## config.mk

```make
export PLATFORM = sky130hd
export DESIGN_NAME = core_idu
export DESIGN_NICKNAME = d
export VERILOG_FILES = /design/src/hw/core_types_pkg.sv /design/src/hw/core_ctrl_pkg.sv /design/src/hw/core_idu.sv
export VERILOG_INCLUDE_DIRS = /design/src /design/src/hw
export SDC_FILE = /design/constraint.sdc
export NUM_CORES = 1
export LEC_CHECK = 0
export BUFFER_PORTS_ARGS = -buffer_cell sky130_fd_sc_hd__buf_2
export CORE_ASPECT_RATIO = 2
export CORE_MARGIN = 5
export CORE_UTILIZATION = 32
export DETAILED_ROUTE_END_ITERATION = 16
export GPL_TIMING_DRIVEN = 0
export PLACE_DENSITY = 0.85
export RECOVER_POWER = 100
export SLEW_MARGIN = 20
export SYNTH_ARGS = -nofsm -noshare
export SYNTH_HDL_FRONTEND = slang
export SYNTH_SLANG_ARGS = --single-unit
```

## constraint.sdc

```tcl
create_clock -name vclk -period 1.3
set_input_delay 0.195 -clock vclk [all_inputs]
set_output_delay 0.195 -clock vclk [all_outputs]
set_load 0.01 [all_outputs]
```

## src/hw/core_macros.svh

```systemverilog
// core-wide sizes and reset values, included by the type package and the memory units
`ifndef CORE_MACROS_SVH
`define CORE_MACROS_SVH

// data path width in bits
`define XLEN_W 32

// rv32e register count
`define REG_CNT 16

// instruction memory depth in words, sized per program
`define IMEM_DEPTH 64

// data memory depth in words
`define DMEM_DEPTH 64

// first fetch address after reset
`define RESET_PC 32'h0000_0000

`endif

```

## src/hw/core_types_pkg.sv

```systemverilog
// datapath vector types plus the program load and retire records shared across the core
`default_nettype none
`include "core_macros.svh"

package core_types_pkg;

    // data or pc word
    typedef logic [`XLEN_W-1:0] word_t;
    // 4-bit register index for rv32e
    typedef logic [$clog2(`REG_CNT)-1:0] reg_addr_t;
    typedef logic [11:0] csr_addr_t;
    // word index into instruction memory
    typedef logic [$clog2(`IMEM_DEPTH)-1:0] imem_addr_t;

    // program load strobe, honoured only with run low
    typedef struct packed {
        logic       we;
        imem_addr_t addr;
        word_t      data;
    } imem_load_t;

    // one record per retired instruction
    typedef struct packed {
        logic      valid;
        word_t     pc;
        logic      rd_we;
        reg_addr_t rd;
        word_t     rd_val;
    } retire_t;

endpackage

`default_nettype wire

```

## src/hw/core_ctrl_pkg.sv

```systemverilog
// decoded control word and its select enums, produced by the decoder and read by the units
`default_nettype none

package core_ctrl_pkg;

    typedef enum logic [3:0] {
        alu_add, alu_sub, alu_and, alu_or, alu_xor, alu_sll,
        alu_srl, alu_sra, alu_slt, alu_sltu, alu_pass_b
    } alu_op_e;

    typedef enum logic [1:0] {opa_reg, opa_pc, opa_zero} opa_sel_e;
    typedef enum logic {opb_reg, opb_imm} opb_sel_e;

    // next pc source
    typedef enum logic [2:0] {
        pc_plus4, pc_branch, pc_jal, pc_jalr, pc_trap, pc_mret
    } pc_sel_e;

    typedef enum logic [2:0] {br_eq, br_ne, br_lt, br_ge, br_ltu, br_geu} br_cond_e;

    // write-back source
    typedef enum logic [1:0] {wb_alu, wb_load, wb_pc4, wb_csr} wb_sel_e;

    typedef struct packed {
        logic                      reg_we;
        core_types_pkg::reg_addr_t rs1;
        core_types_pkg::reg_addr_t rs2;
        core_types_pkg::reg_addr_t rd;
        alu_op_e                   alu_op;
        opa_sel_e                  opa_sel;
        opb_sel_e                  opb_sel;
        pc_sel_e                   pc_sel;
        br_cond_e                  br_cond;
        logic                      mem_rd;
        logic                      mem_wr;
        wb_sel_e                   wb_sel;
        // csrrw writes, csrrs sets bits
        logic                      csr_we;
        logic                      csr_set;
        core_types_pkg::csr_addr_t csr_addr;
        logic                      ecall;
        logic                      mret;
    } ctrl_t;

endpackage

`default_nettype wire

```

## src/hw/core_idu.sv

```systemverilog
// instruction decoder turning one instruction into the control word and its immediate
`timescale 1ns/1ps
`default_nettype none

module core_idu (
    input  core_types_pkg::word_t inst,
    output core_ctrl_pkg::ctrl_t  ctrl,
    output core_types_pkg::word_t imm
);
    import core_ctrl_pkg::*;

    localparam logic [6:0] op_lui    = 7'b0110111;
    localparam logic [6:0] op_auipc  = 7'b0010111;
    localparam logic [6:0] op_jal    = 7'b1101111;
    localparam logic [6:0] op_jalr   = 7'b1100111;
    localparam logic [6:0] op_branch = 7'b1100011;
    localparam logic [6:0] op_load   = 7'b0000011;
    localparam logic [6:0] op_store  = 7'b0100011;
    localparam logic [6:0] op_imm    = 7'b0010011;
    localparam logic [6:0] op_reg    = 7'b0110011;
    localparam logic [6:0] op_system = 7'b1110011;

    logic [6:0] opcode;
    logic [2:0] funct3;
    // funct7 bit 5 picks sub and sra
    logic       alt;

    assign opcode = inst[6:0];
    assign funct3 = inst[14:12];
    assign alt    = inst[30];

    function automatic alu_op_e alu_of(input logic [2:0] f3, input logic sub_sra);
        alu_op_e op;
        case (f3)
            3'b000:  op = sub_sra ? alu_sub : alu_add;
            3'b001:  op = alu_sll;
            3'b010:  op = alu_slt;
            3'b011:  op = alu_sltu;
            3'b100:  op = alu_xor;
            3'b101:  op = sub_sra ? alu_sra : alu_srl;
            3'b110:  op = alu_or;
            default: op = alu_and;
        endcase
        return op;
    endfunction

    // immediate by format, i-type as fallback
    always_comb begin
        case (opcode)
            op_lui, op_auipc: imm = {inst[31:12], 12'b0};
            op_jal:    imm = {{12{inst[31]}}, inst[19:12], inst[20], inst[30:21], 1'b0};
            op_branch: imm = {{20{inst[31]}}, inst[7], inst[30:25], inst[11:8], 1'b0};
            op_store:  imm = {{21{inst[31]}}, inst[30:25], inst[11:7]};
            default:   imm = {{21{inst[31]}}, inst[30:20]};
        endcase
    end

    always_comb begin
        // no-op baseline, all enables off
        ctrl          = '0;
        ctrl.rs1      = inst[18:15];
        ctrl.rs2      = inst[23:20];
        ctrl.rd       = inst[10:7];
        ctrl.alu_op   = alu_pass_b;
        ctrl.opa_sel  = opa_reg;
        ctrl.opb_sel  = opb_imm;
        ctrl.pc_sel   = pc_plus4;
        ctrl.wb_sel   = wb_alu;
        ctrl.csr_addr = inst[31:20];
        case (opcode)
            op_lui, op_auipc: begin
                ctrl.reg_we  = 1'b1;
                ctrl.opa_sel = (opcode == op_lui) ? opa_zero : opa_pc;
                ctrl.alu_op  = alu_add;
            end
            op_jal, op_jalr: begin
                ctrl.reg_we = 1'b1;
                ctrl.pc_sel = (opcode == op_jal) ? pc_jal : pc_jalr;
                ctrl.wb_sel = wb_pc4;
            end
            op_branch: begin
                ctrl.pc_sel = pc_branch;
                case (funct3)
                    3'b000:  ctrl.br_cond = br_eq;
                    3'b001:  ctrl.br_cond = br_ne;
                    3'b100:  ctrl.br_cond = br_lt;
                    3'b101:  ctrl.br_cond = br_ge;
                    3'b110:  ctrl.br_cond = br_ltu;
                    default: ctrl.br_cond = br_geu;
                endcase
            end
            op_load: begin
                ctrl.reg_we = 1'b1;
                ctrl.mem_rd = 1'b1;
                ctrl.alu_op = alu_add;
                ctrl.wb_sel = wb_load;
            end
            op_store: begin
                ctrl.mem_wr = 1'b1;
                ctrl.alu_op = alu_add;
            end
            op_imm: begin
                ctrl.reg_we = 1'b1;
                // addi ignores bit 30, srai uses it
                ctrl.alu_op = alu_of(funct3, (funct3 == 3'b101) && alt);
            end
            op_reg: begin
                ctrl.reg_we  = 1'b1;
                ctrl.opb_sel = opb_reg;
                ctrl.alu_op  = alu_of(funct3, alt);
            end
            op_system: begin
                if (funct3 == 3'b000 && inst[31:20] == 12'h000) begin
                    ctrl.ecall  = 1'b1;
                    ctrl.pc_sel = pc_trap;
                end else if (funct3 == 3'b000 && inst[31:20] == 12'h302) begin
                    ctrl.mret   = 1'b1;
                    ctrl.pc_sel = pc_mret;
                end else if (funct3 == 3'b001 || funct3 == 3'b010) begin
                    ctrl.reg_we  = 1'b1;
                    ctrl.csr_we  = (funct3 == 3'b001);
                    ctrl.csr_set = (funct3 == 3'b010);
                    ctrl.wb_sel  = wb_csr;
                end
            end
            default: ;
        endcase
    end

endmodule

`default_nettype wire

```

---- Yosys cells after proc, flatten, opt, wreduce, memory -nomap -nowiden ----
Index checks and enable logic that the tools add are counted.
word-level totals
  ROM bits ................................ 0
  bits in writable memories ............... 0
  bits of input ports ..................... 32
  logic and storage cells ................. 59
  bits in registers ....................... 0
  output and inout bits ................... 78
  bits in latches ......................... 0
  memories ................................ 0
operators by class
  bitwise logic cells ..................... 0
  equal/unequal tests ..................... 17
  divide/modulo/power cells ............... 0
  mux-type cells .......................... 32
  shift operators ......................... 0
  multipliers ............................. 0
  $lt $le $gt $ge ......................... 0
  reductions and logical operators ........ 10
  add/subtract/negate cells ............... 0
operators by type and width
  operator                number
  $pmux W31 S4            1
  $pmux W4 S7             2
  $eq A7 B7 Y1 const B    4
  $eq A7 B6 Y1 const B    3
  $pmux W3 S5             1
  $eq A7 B5 Y1 const B    2
  $mux W1                 14
  $eq A12 B10 Y1 const B  1
  $logic_not A12 Y1       1
  $mux W4                 3
  $pmux W4 S3             1
  $eq A3 B3 Y1 const B    3
  $mux W3                 3
  $pmux W3 S3             1
  $mux W2                 4
  $eq A7 B2 Y1 const B    1
  $reduce_or A7 Y1        1
  $eq A3 B2 Y1 const B    2
  $pmux W2 S3             1
  $reduce_or A2 Y1        2
  $reduce_or A4 Y1        1
  $eq A3 B1 Y1 const B    1
  $logic_and A1 B1 Y1     3
  $logic_not A3 Y1        1
  2 further kinds         2

---- Logic depth before layout (Yosys ltp) ----
Gate-level depths: netlist of run 1.
  depth in word-level cells ............... 6
  mapped depth ............................ 6
  depth with buffers taken out ............ 4

---- Worst setup path before layout of run 1 ----
OpenSTA, ideal clock, no wires.
  kind .................................... input-to-output
  start ................................... input inst[4]
  end ..................................... output imm[0]
  cell stages on the path ................. 6
  required time ........................... 1,105 ps
  path buffers ............................ 2
  data arrival time ....................... 1,239 ps
  setup slack ............................. -134 ps
  cells stage by stage .................... buf_6 -> or3b_4 -> a21oi_2 -> buf_6 -> nor2_2 -> a22o_1
between the ends
  cells in the longest elaborated chain, start to end .. 3
  elaborated cells on any way between the ends .. 7
  those cells by class .................... 5 x eq/ne; 1 x mux; 1 x reduce/logical
ends and longest elaborated chain
  what                                          RTL line        source
  from (decl)                                   core_idu.sv:6   input core_types_pkg::word_t inst,
  $eq A7 B6 Y1 or $eq A7 B5 Y1 (tied branches)  core_idu.sv:49  case (opcode)
  $reduce_or A2 Y1                              --
  $pmux W31 S4 *                                core_idu.sv:49
  to (decl)                                     core_idu.sv:8   output core_types_pkg::word_t imm
Every way passes the cells marked *; elsewhere a longest branch is shown, timed or not.

---- Worst setup path after layout of run 1 ----
  start ................................... input inst[6]
  end ..................................... output imm[0]
The elaborated chain is that of the path after synthesis.

==> run summary, run 1 <==
First-pass GRT wire length: 5851 um
Row count: 27
Worst Max-Slew Pin Slew: 349.0 ps
PwrDens: 275.1 mW/mm^2
Setup-failing EPs final: 45
GPL Wtd Cong: 0.8198
DR iter-0 viols: 19
WP data required: 1110 ps
Antenna Cells: 0
Most common cell after layout, fill and taps aside: buf_2
Max Slew Vio Count: 0
Fin. Hold Viols: 0
Remaining Overflow, GRT: 0
HPWL after DPL: 3193 um
DRT Wirelength: 4150 um
# DRC: 0
Syn Nets: 169
Register area: 0 um^2
Die height: 86.33 um
CP Capture Type: primary output
Peak VDD IR: 0.1747 mV
Ports: 110
Final period util: 121.8%
Yosys top cell area share: 20.94%
Core Box Area: 0.002770 mm^2
Initial Util: 33.65%
RSZ-0062 raised after global routing: true
Mean Syn Cell Area: 6.804 um^2
Post-synthesis cell type count: 39
Antenna Nets Post-Route: 0
Max transition margin: 76.67%
Max Freq: 0.6316 GHz
Seq/Total Area, Yosys: 0%
Placed cell areas: 0.001526 mm^2
Mapped Cells: 137
P&R area growth vs syn: 104.8%
Synthesis Warnings: 0
Die Wd: 48.17 um
Layout Nets: 294
Largest net degree at the start of global routing: 12
Min Tclk post-route: 1583 ps
Critical setup path kind: in -> out
Cell taking the most area after synthesis: buf_4
Failing checks: setup timing
Fin cells: 289
Hold Path Class: in -> out
Vias in the first global route: 1339
Total number of vias: 1439
Layout clock buffers: 0
Multi-input logic area: 827.0 um^2
Most frequent cells in the layout: buf_2, buf_4, clkbuf_1
DRT Pass-1 Iters: 4
Final instance area: 0.001909 mm^2
WL/cell: 14.36 um
Seq cells: 0
Post-route setup slack: -283.4 ps
CP Launch Type: input pin
Number of max-cap violations: 0
Initial antenna violation count: 0
Layout cells sized above 1: 64.23%
CP arrival: 1390 ps
Max Fanout on Critical Path: 5
Vias per Instance: 4.979
P_leak: 1.054 nW
Post-Place Cells: 273
Die Footprint: 0.004158 mm^2
Synthesized cell area: 932.1 um^2
Tot GR Track Use: 17.75%
Synth area leaders: buf_4, a21o_1, nor2b_1
Status: finished, violations left
Buffers added on ports: 107
Fillers: 246
power by group:
group / internal (mW) / switching [mW]
registers: 0 / 0
clock network: 0 / 0
logic: 0.269 / 0.257
total: 0.269 / 0.257
worst max-delay path, cell delays in order:
cell and delay, ps:
buf_8 100, or3b_4 430, a21oi_4 170, buf_6 140
nor2_2 30, a22o_1 180, buf_2 140
cell families (layout without fill, tap and decap cells):
group	count (synthesis)	in the layout	share of synthesized area, %
XOR/XNOR	1	1	0.9398
buffers and inverters	39	162	30.33
AO/OA/AOI/OAI	37	37	29.66
AND/OR/NAND/NOR	60	60	39.06
per-layer routing:
metal | track usage [%] | routed length (um)
met4 | 2.696 | 29
met3 | 1.247 | 466
met5 | 0 | 0
met1 | 17.18 | 1223
met2 | 36.43 | 2431
path summary, 6_finish.rpt:
kind	depth (start not counted)	endpoint	slack (ps)	from
worst max-delay path	7	imm[0]	-280	inst[6]
worst min-delay path	3	imm[19]	670	inst[19]
repair_timing:
action,CTS,global route
gates cloned,2,0
gates resized for setup,45,20
pin swaps,12,25
setup endpoints to repair,47,49
setup buffers,9,7
hold buffers,0,0
cell usage after synthesis (2+ instances only):
| cell type | n |
|---|---|
| a21o_1 | 19 |
| nor2_1 | 12 |
| nor4b_1 | 2 |
| inv_1 | 3 |
| clkbuf_1 | 4 |
| nor4_1 | 3 |
| nor2_2 | 2 |
| a21oi_1 | 3 |
| buf_4 | 26 |
| a22o_1 | 5 |
| nand4b_1 | 2 |
| nand3b_1 | 3 |
| nand2_1 | 5 |
| and3_1 | 3 |
| and2_1 | 2 |
| o21a_1 | 2 |
| or3_1 | 2 |
| nor2b_1 | 10 |
| nand3_1 | 4 |
| buf_6 | 5 |
| nor3_1 | 2 |
through the flow:
stage / power [mW] / setup slack (ps) / util [%] / TNS, ps / hold WS (ps)
final: 0.5253 / -283.4 / 68.93 / -9075 / 672.2
after CTS: 0.4955 / -304.6 / 64.27 / -10060 / 670.1
after global placement: 0.4358 / -357.0 / 55.10 / -10870 / 665.4
after floorplan: 0.2523 / -125.8 / - / -2317 / 481.8
after global routing: 0.5703 / -354.6 / 68.93 / -12230 / 695.4
after detailed placement: 0.4431 / -369.9 / 55.10 / -10990 / 666.7
area by class of cell:
class,instances,share of cell area (%)
plain buffers,34,14.29
multi-input cells,98,43.32
repair buffers,125,39.91
well taps,29,1.900
inverters,3,0.5898
Note: power is estimated with default switching activity, not from simulation.
==> inputs of run 2 (changes only) <==
--- a/config.mk
+++ b/config.mk
@@ -12,7 +12,7 @@
 export CORE_UTILIZATION = 32
 export DETAILED_ROUTE_END_ITERATION = 16
 export GPL_TIMING_DRIVEN = 0
-export PLACE_DENSITY = 0.85
+export PLACE_DENSITY = 0.81
 export RECOVER_POWER = 100
 export SLEW_MARGIN = 20
 export SYNTH_ARGS = -nofsm -noshare
==> run 2 against run 1 <==
  * The run still ends with setup timing left
  * Cell area is 5.7% lower
  * First-iteration DRC count shrank 16%
  * Via count shrank 1.3%
  * Clock-buffer cell count did not move
  * Global-route usage up 0.38 points
  * Sequential cell count did not move
  * Non-clock buffer count down 4
  * Worst hold slack better by 15 ps
  * Die area stayed put
  * Largest power group unchanged
  * Fmax rose by 0.76%
  * Routed wire length increased by 1.8%
==> run summary, run 2 (same netlist as run 1, synthesis figures left out) <==
Most frequent cells in the layout: buf_2, buf_4, a21o_1
Max Freq: 0.6364 GHz (+0.76%)
Remaining Overflow, GRT: 0 (unchanged)
P_sw: 0.2446 mW (-4.7%)
Core Box Area: 0.002770 mm^2 (unchanged)
Max Slew Vio Count: 0 (unchanged)
Switching share of power: 49.04% (+0.19 points)
CP arrival: 1380 ps (about the same)
Vias per Instance: 4.986 (+0.14%)
Buffers added on ports: 107 (unchanged)
Largest net degree at the start of global routing: 12 (unchanged)
Combinational power share: 100.0% (about the same)
PwrDens: 277.0 mW/mm^2 (+0.67%)
Final TNS setup: -8443 ps (+632.0 ps)
Die Wd: 48.17 um (unchanged)
Hold Path Class: in -> out
First-pass GRT wire length: 5899 um (+0.82%)
Critical setup path kind: in -> out
Internal power: 0.2541 mW (-5.4%)
Row count: 27 (unchanged)
DRT Wirelength: 4224 um (+1.8%)
Max transition margin: 78.53% (+1.9 points)
Antenna Nets Post-Route: 0 (unchanged)
Initial Util: 33.65% (unchanged)
Min Tclk post-route: 1571 ps (-11.97 ps)
Total number of vias: 1421 (-1.3%)
Die height: 86.33 um (unchanged)
CP top delay family: buffers and inverters
DRT Pass-1 Iters: 4 (unchanged)
Initial antenna violation count: 0 (unchanged)
Antenna Cells: 0 (unchanged)
Post-Place Cells: 273 (unchanged)
Final period util: 120.9% (-0.92 points)
Seq pwr share: 0% (unchanged)
Ports: 110 (unchanged)
Fin. Hold Viols: 0 (unchanged)
Post-route setup slack: -271.4 ps (+11.97 ps)
Status: finished, violations left
Worst Max-Slew Pin Slew: 320.7 ps (-28.31 ps)
RSZ-0062 raised after global routing: true
HPWL after DPL: 3319 um (+3.9%)
Largest stage delay, worst path: 430 ps (about the same)
Fin cells: 285 (-1.4%)
Peak VDD IR: 0.1681 mV (-3.8%)
Crit path max-delay cell type: or3b_4
Hold Crit Depth: 3 (unchanged)
Hold Path Origin: inst[19]
GPL Wtd Cong: 0.7960 (-2.9%)
WL/cell: 14.82 um (+3.2%)
Max Fanout on Critical Path: 8 (+3)
Seq cells: 0 (unchanged)
P_leak: 1.021 nW (-3.2%)
Die Footprint: 0.004158 mm^2 (unchanged)
# DRC: 0 (unchanged)
Vias in the first global route: 1311 (-2.1%)
P&R area growth vs syn: 93.15%
Setup-failing EPs final: 40 (-11%)
Crit-path cells: buf_8 -> or3b_4 -> a21oi_4 -> buf_6 -> buf_12 -> a21o_1 -> buf_2
WP data required: 1110 ps (about the same)
Number of max-cap violations: 0 (unchanged)
CP Capture Type: primary output
DR iter-0 viols: 16 (-3)
Post-cts hold buffer count: 0 (unchanged)
Placed cell areas: 0.001526 mm^2 (unchanged)
Tot GR Track Use: 18.13% (+0.38 points)
Layout cells sized above 1: 64.45% (+0.22 points)
Most common cell after layout, fill and taps aside: buf_2
Clock share of power: 0% (unchanged)
Failing checks: setup timing
CP bufs+invs: 4 (+1)
Final hold slack: 687.0 ps (+14.86 ps)
Register area: 0 um^2 (unchanged)
Final instance area: 0.001800 mm^2 (-5.7%)
CP Launch Type: input pin
Layout Nets: 290 (-1.4%)
WHS Endpoint: imm[19]
Layout clock buffers: 0 (unchanged)
run 2: cell count changes in the layout (fill, tap and decap cells not counted), sizes merged:
cell,before,now
buf,129,136
clkbuf,30,19
run 2: through the flow:
step	util (%)	total power, mW	worst slack (ps)
after global routing	65.00	0.5395	-316.2
after global placement	55.10	0.4404	-358.5
after detailed placement	55.10	0.4460	-371.8
after floorplan	-	0.2523	-125.8
after CTS	61.02	0.4755	-275.3
final	65.00	0.4987	-271.4
run 2: routing by layer:
metal  up-vias  track usage (%)  wire length [um]
li1        702                -                 -
met1       649            16.93              1304
met2        60            36.43              2469
met3        10            1.247               317
met4         0            5.637               131
met5         -                0                 0
run 2: layout make-up:
cell class / count / area [um^2]
buffer: 34 / 276.5
fill: 265 / 969.7
inverter: 3 / 11.26
multi-input combinational: 98 / 774.5
tap: 29 / 36.28
timing repair buffer: 121 / 701.9
run 2: what timing repair did:
| item | in CTS | in global routing |
|---|---|---|
| setup endpoints to repair | 48 | 49 |
| gates cloned | 1 | 0 |
| pin swaps | 11 | 15 |
| buffers inserted | 10 | 3 |
| resized for setup | 24 | 24 |
run 2: power groups by stage:
stage,logic (mW),registers [mW],clock network (mW)
floorplan,0.252,0,0
global placement,0.440,0,0
detailed placement,0.446,0,0
CTS,0.475,0,0
global route,0.539,0,0
finish,0.499,0,0
run 2: worst max path at each step:
stage / from / end / cells after the start
4_1_cts: inst[3] / imm[18] / 7
5_1_grt: inst[3] / imm[30] / 7
3_3_place_gp: inst[6] / imm[11] / 7
2_1_floorplan: inst[4] / imm[0] / 6
6_report: inst[3] / imm[18] / 7
3_5_place_dp: inst[6] / imm[11] / 7
run 2: tightest hold or removal path, cell delays in order:
cell    delay (ps)
buf_2           80
a21o_1         100
buf_2          120
==> inputs of run 3 (changes only) <==
--- a/config.mk
+++ b/config.mk
@@ -6,7 +6,7 @@
 export SDC_FILE = /design/constraint.sdc
 export NUM_CORES = 1
 export LEC_CHECK = 0
-export BUFFER_PORTS_ARGS = -buffer_cell sky130_fd_sc_hd__buf_2
+export BUFFER_PORTS_ARGS = -buffer_cell sky130_fd_sc_hd__clkbuf_2
 export CORE_ASPECT_RATIO = 2
 export CORE_MARGIN = 5
 export CORE_UTILIZATION = 32
@@ -14,6 +14,7 @@
 export GPL_TIMING_DRIVEN = 0
 export PLACE_DENSITY = 0.81
 export RECOVER_POWER = 100
+export SKIP_LAST_GASP = 1
 export SLEW_MARGIN = 20
 export SYNTH_ARGS = -nofsm -noshare
 export SYNTH_HDL_FRONTEND = slang
==> run 3 against run 2 <==
  * The flow still finishes with violations (setup timing)
  * Sequential cell count unchanged
  * First-iteration DRC count increased by 6.3%
  * Worst hold slack got worse by 4.7 ps
  * Critical path type unchanged
==> run summary, run 3 (same netlist as run 1, synthesis figures left out) <==
Remaining Overflow, GRT: 0 (unchanged)
Die height: 86.33 um (unchanged)
Die Footprint: 0.004158 mm^2 (unchanged)
GPL Wtd Cong: 0.8120 (+2.0%)
Row count: 27 (unchanged)
WL/cell: 15.14 um (+2.1%)
Layout cells sized above 1: 64.37% (-0.085 points)
Critical setup path kind: in -> out
Max transition margin: 77.44% (-1.1 points)
Register area: 0 um^2 (unchanged)
Antenna Nets Post-Route: 0 (unchanged)
Layout Nets: 295 (+1.7%)
Final hold slack: 682.3 ps (-4.749 ps)
P&R area growth vs syn: 102.6%
Antenna Cells: 0 (unchanged)
Multi-input logic area: 795.8 um^2 (+2.7%)
Final instance area: 0.001888 mm^2 (+4.9%)
Post-Place Cells: 273 (unchanged)
PwrDens: 272.3 mW/mm^2 (-1.7%)
Worst Max-Slew Pin Slew: 337.4 ps (+16.77 ps)
Critical path endpoint: ctrl[27]
WP data required: 1110 ps (about the same)
Total number of vias: 1465 (+3.1%)
Vias per Instance: 5.052 (+1.3%)
Layout clock buffers: 0 (unchanged)
Die Wd: 48.17 um (unchanged)
Most frequent cells in the layout: clkbuf_2, buf_4, buf_2
Failing checks: setup timing
Fin cells: 290 (+1.8%)
Layout Utilization: 68.16% (+3.2 points)
Post-cts hold buffer count: 0 (unchanged)
CP arrival: 1420 ps (+40 ps)
Max Freq: 0.6188 GHz (-2.8%)
DR iter-0 viols: 17 (+1)
Max Used Layer: met4
Number of max-cap violations: 0 (unchanged)
Fillers: 254 (-4.2%)
Core Box Area: 0.002770 mm^2 (unchanged)
Worst Setup SP: inst[6]
Max Fanout on Critical Path: 6 (-2)
Peak VDD IR: 0.1507 mV (-10%)
Initial Util: 33.65% (unchanged)
Largest net degree at the start of global routing: 11 (-1)
Placed cell areas: 0.001526 mm^2 (unchanged)
CP Capture Type: primary output
Total power: 0.5140 mW (+3.1%)
Met3 WL: 394 um (+24%)
# DRC: 0 (unchanged)
CP Launch Type: input pin
Status: finished, violations left
DRT Wirelength: 4390 um (+3.9%)
Final period util: 124.3% (+3.4 points)
Seq cells: 0 (unchanged)
Vias in the first global route: 1275 (-2.7%)
Buffers added on ports: 107 (unchanged)
Tot GR Track Use: 18.21% (+0.077 points)
First-pass GRT wire length: 5871 um (-0.47%)
RSZ-0062 raised after global routing: true
Setup-failing EPs final: 47 (+18%)
HPWL after DPL: 3293 um (-0.80%)
Met1 Routed Length: 1241 um (-4.8%)
Most common cell after layout, fill and taps aside: clkbuf_2
DRT Pass-1 Iters: 5 (+1)
Final TNS setup: -10310 ps (-1866 ps)
Post-route setup slack: -315.9 ps (-44.53 ps)
Metal2 WL: 2650 um (+7.3%)
Ports: 110 (unchanged)
Hold Path Class: in -> out
Pre-CTS setup slack: -364.9 ps (+6.914 ps)
Max Slew Vio Count: 0 (unchanged)
Min Tclk post-route: 1616 ps (+44.53 ps)
Fin. Hold Viols: 0 (unchanged)
Initial antenna violation count: 0 (unchanged)
P_leak: 1.064 nW (+4.2%)
[run 3: worst min path at each step]
stage	start	end	slack (ps)	depth (start not counted)
5_1_grt	inst[19]	imm[19]	710	3
3_5_place_dp	inst[19]	imm[19]	680	3
3_3_place_gp	inst[16]	ctrl[42]	680	3
6_report	inst[19]	imm[19]	680	3
4_1_cts	inst[8]	ctrl[34]	680	3
2_1_floorplan	inst[28]	ctrl[10]	480	1
[run 3: worst max-delay path: stages]
cell and delay (ps):
buf_12 110, or3b_4 440, buf_4 160, buf_6 110
nor3_1 230, buf_2 190
[run 3: cell type report]
type	count	share of cell area, %
Buffer	35	15.04
Inverter	3	0.5964
Tap cell	29	1.922
Multi-Input combinational cell	98	42.15
Timing Repair Buffer	125	40.29
[run 3: power by group]
part,internal [mW],total [mW],switching [mW],leakage [nW]
sequential,0,0,0,0
combinational,0.259,0.514,0.255,1.06
clock,0,0,0,0
total,0.259,0.514,0.255,1.06
[run 3: routing by layer]
| layer | vias to the layer above | GRT usage (%) |
|---|---|---|
| met5 | - | 0 |
| met4 | 0 | 3.922 |
| met3 | 12 | 0.6237 |
| met2 | 71 | 37.98 |
| met1 | 671 | 16.81 |
| li1 | 711 | - |
[run 3: timing repair]
item                       in CTS  in global routing
setup endpoints to repair      49                 50
pin swaps                      11                 16
cloned                          2                  1
resized for setup              38                 40
setup buffers                   9                  6
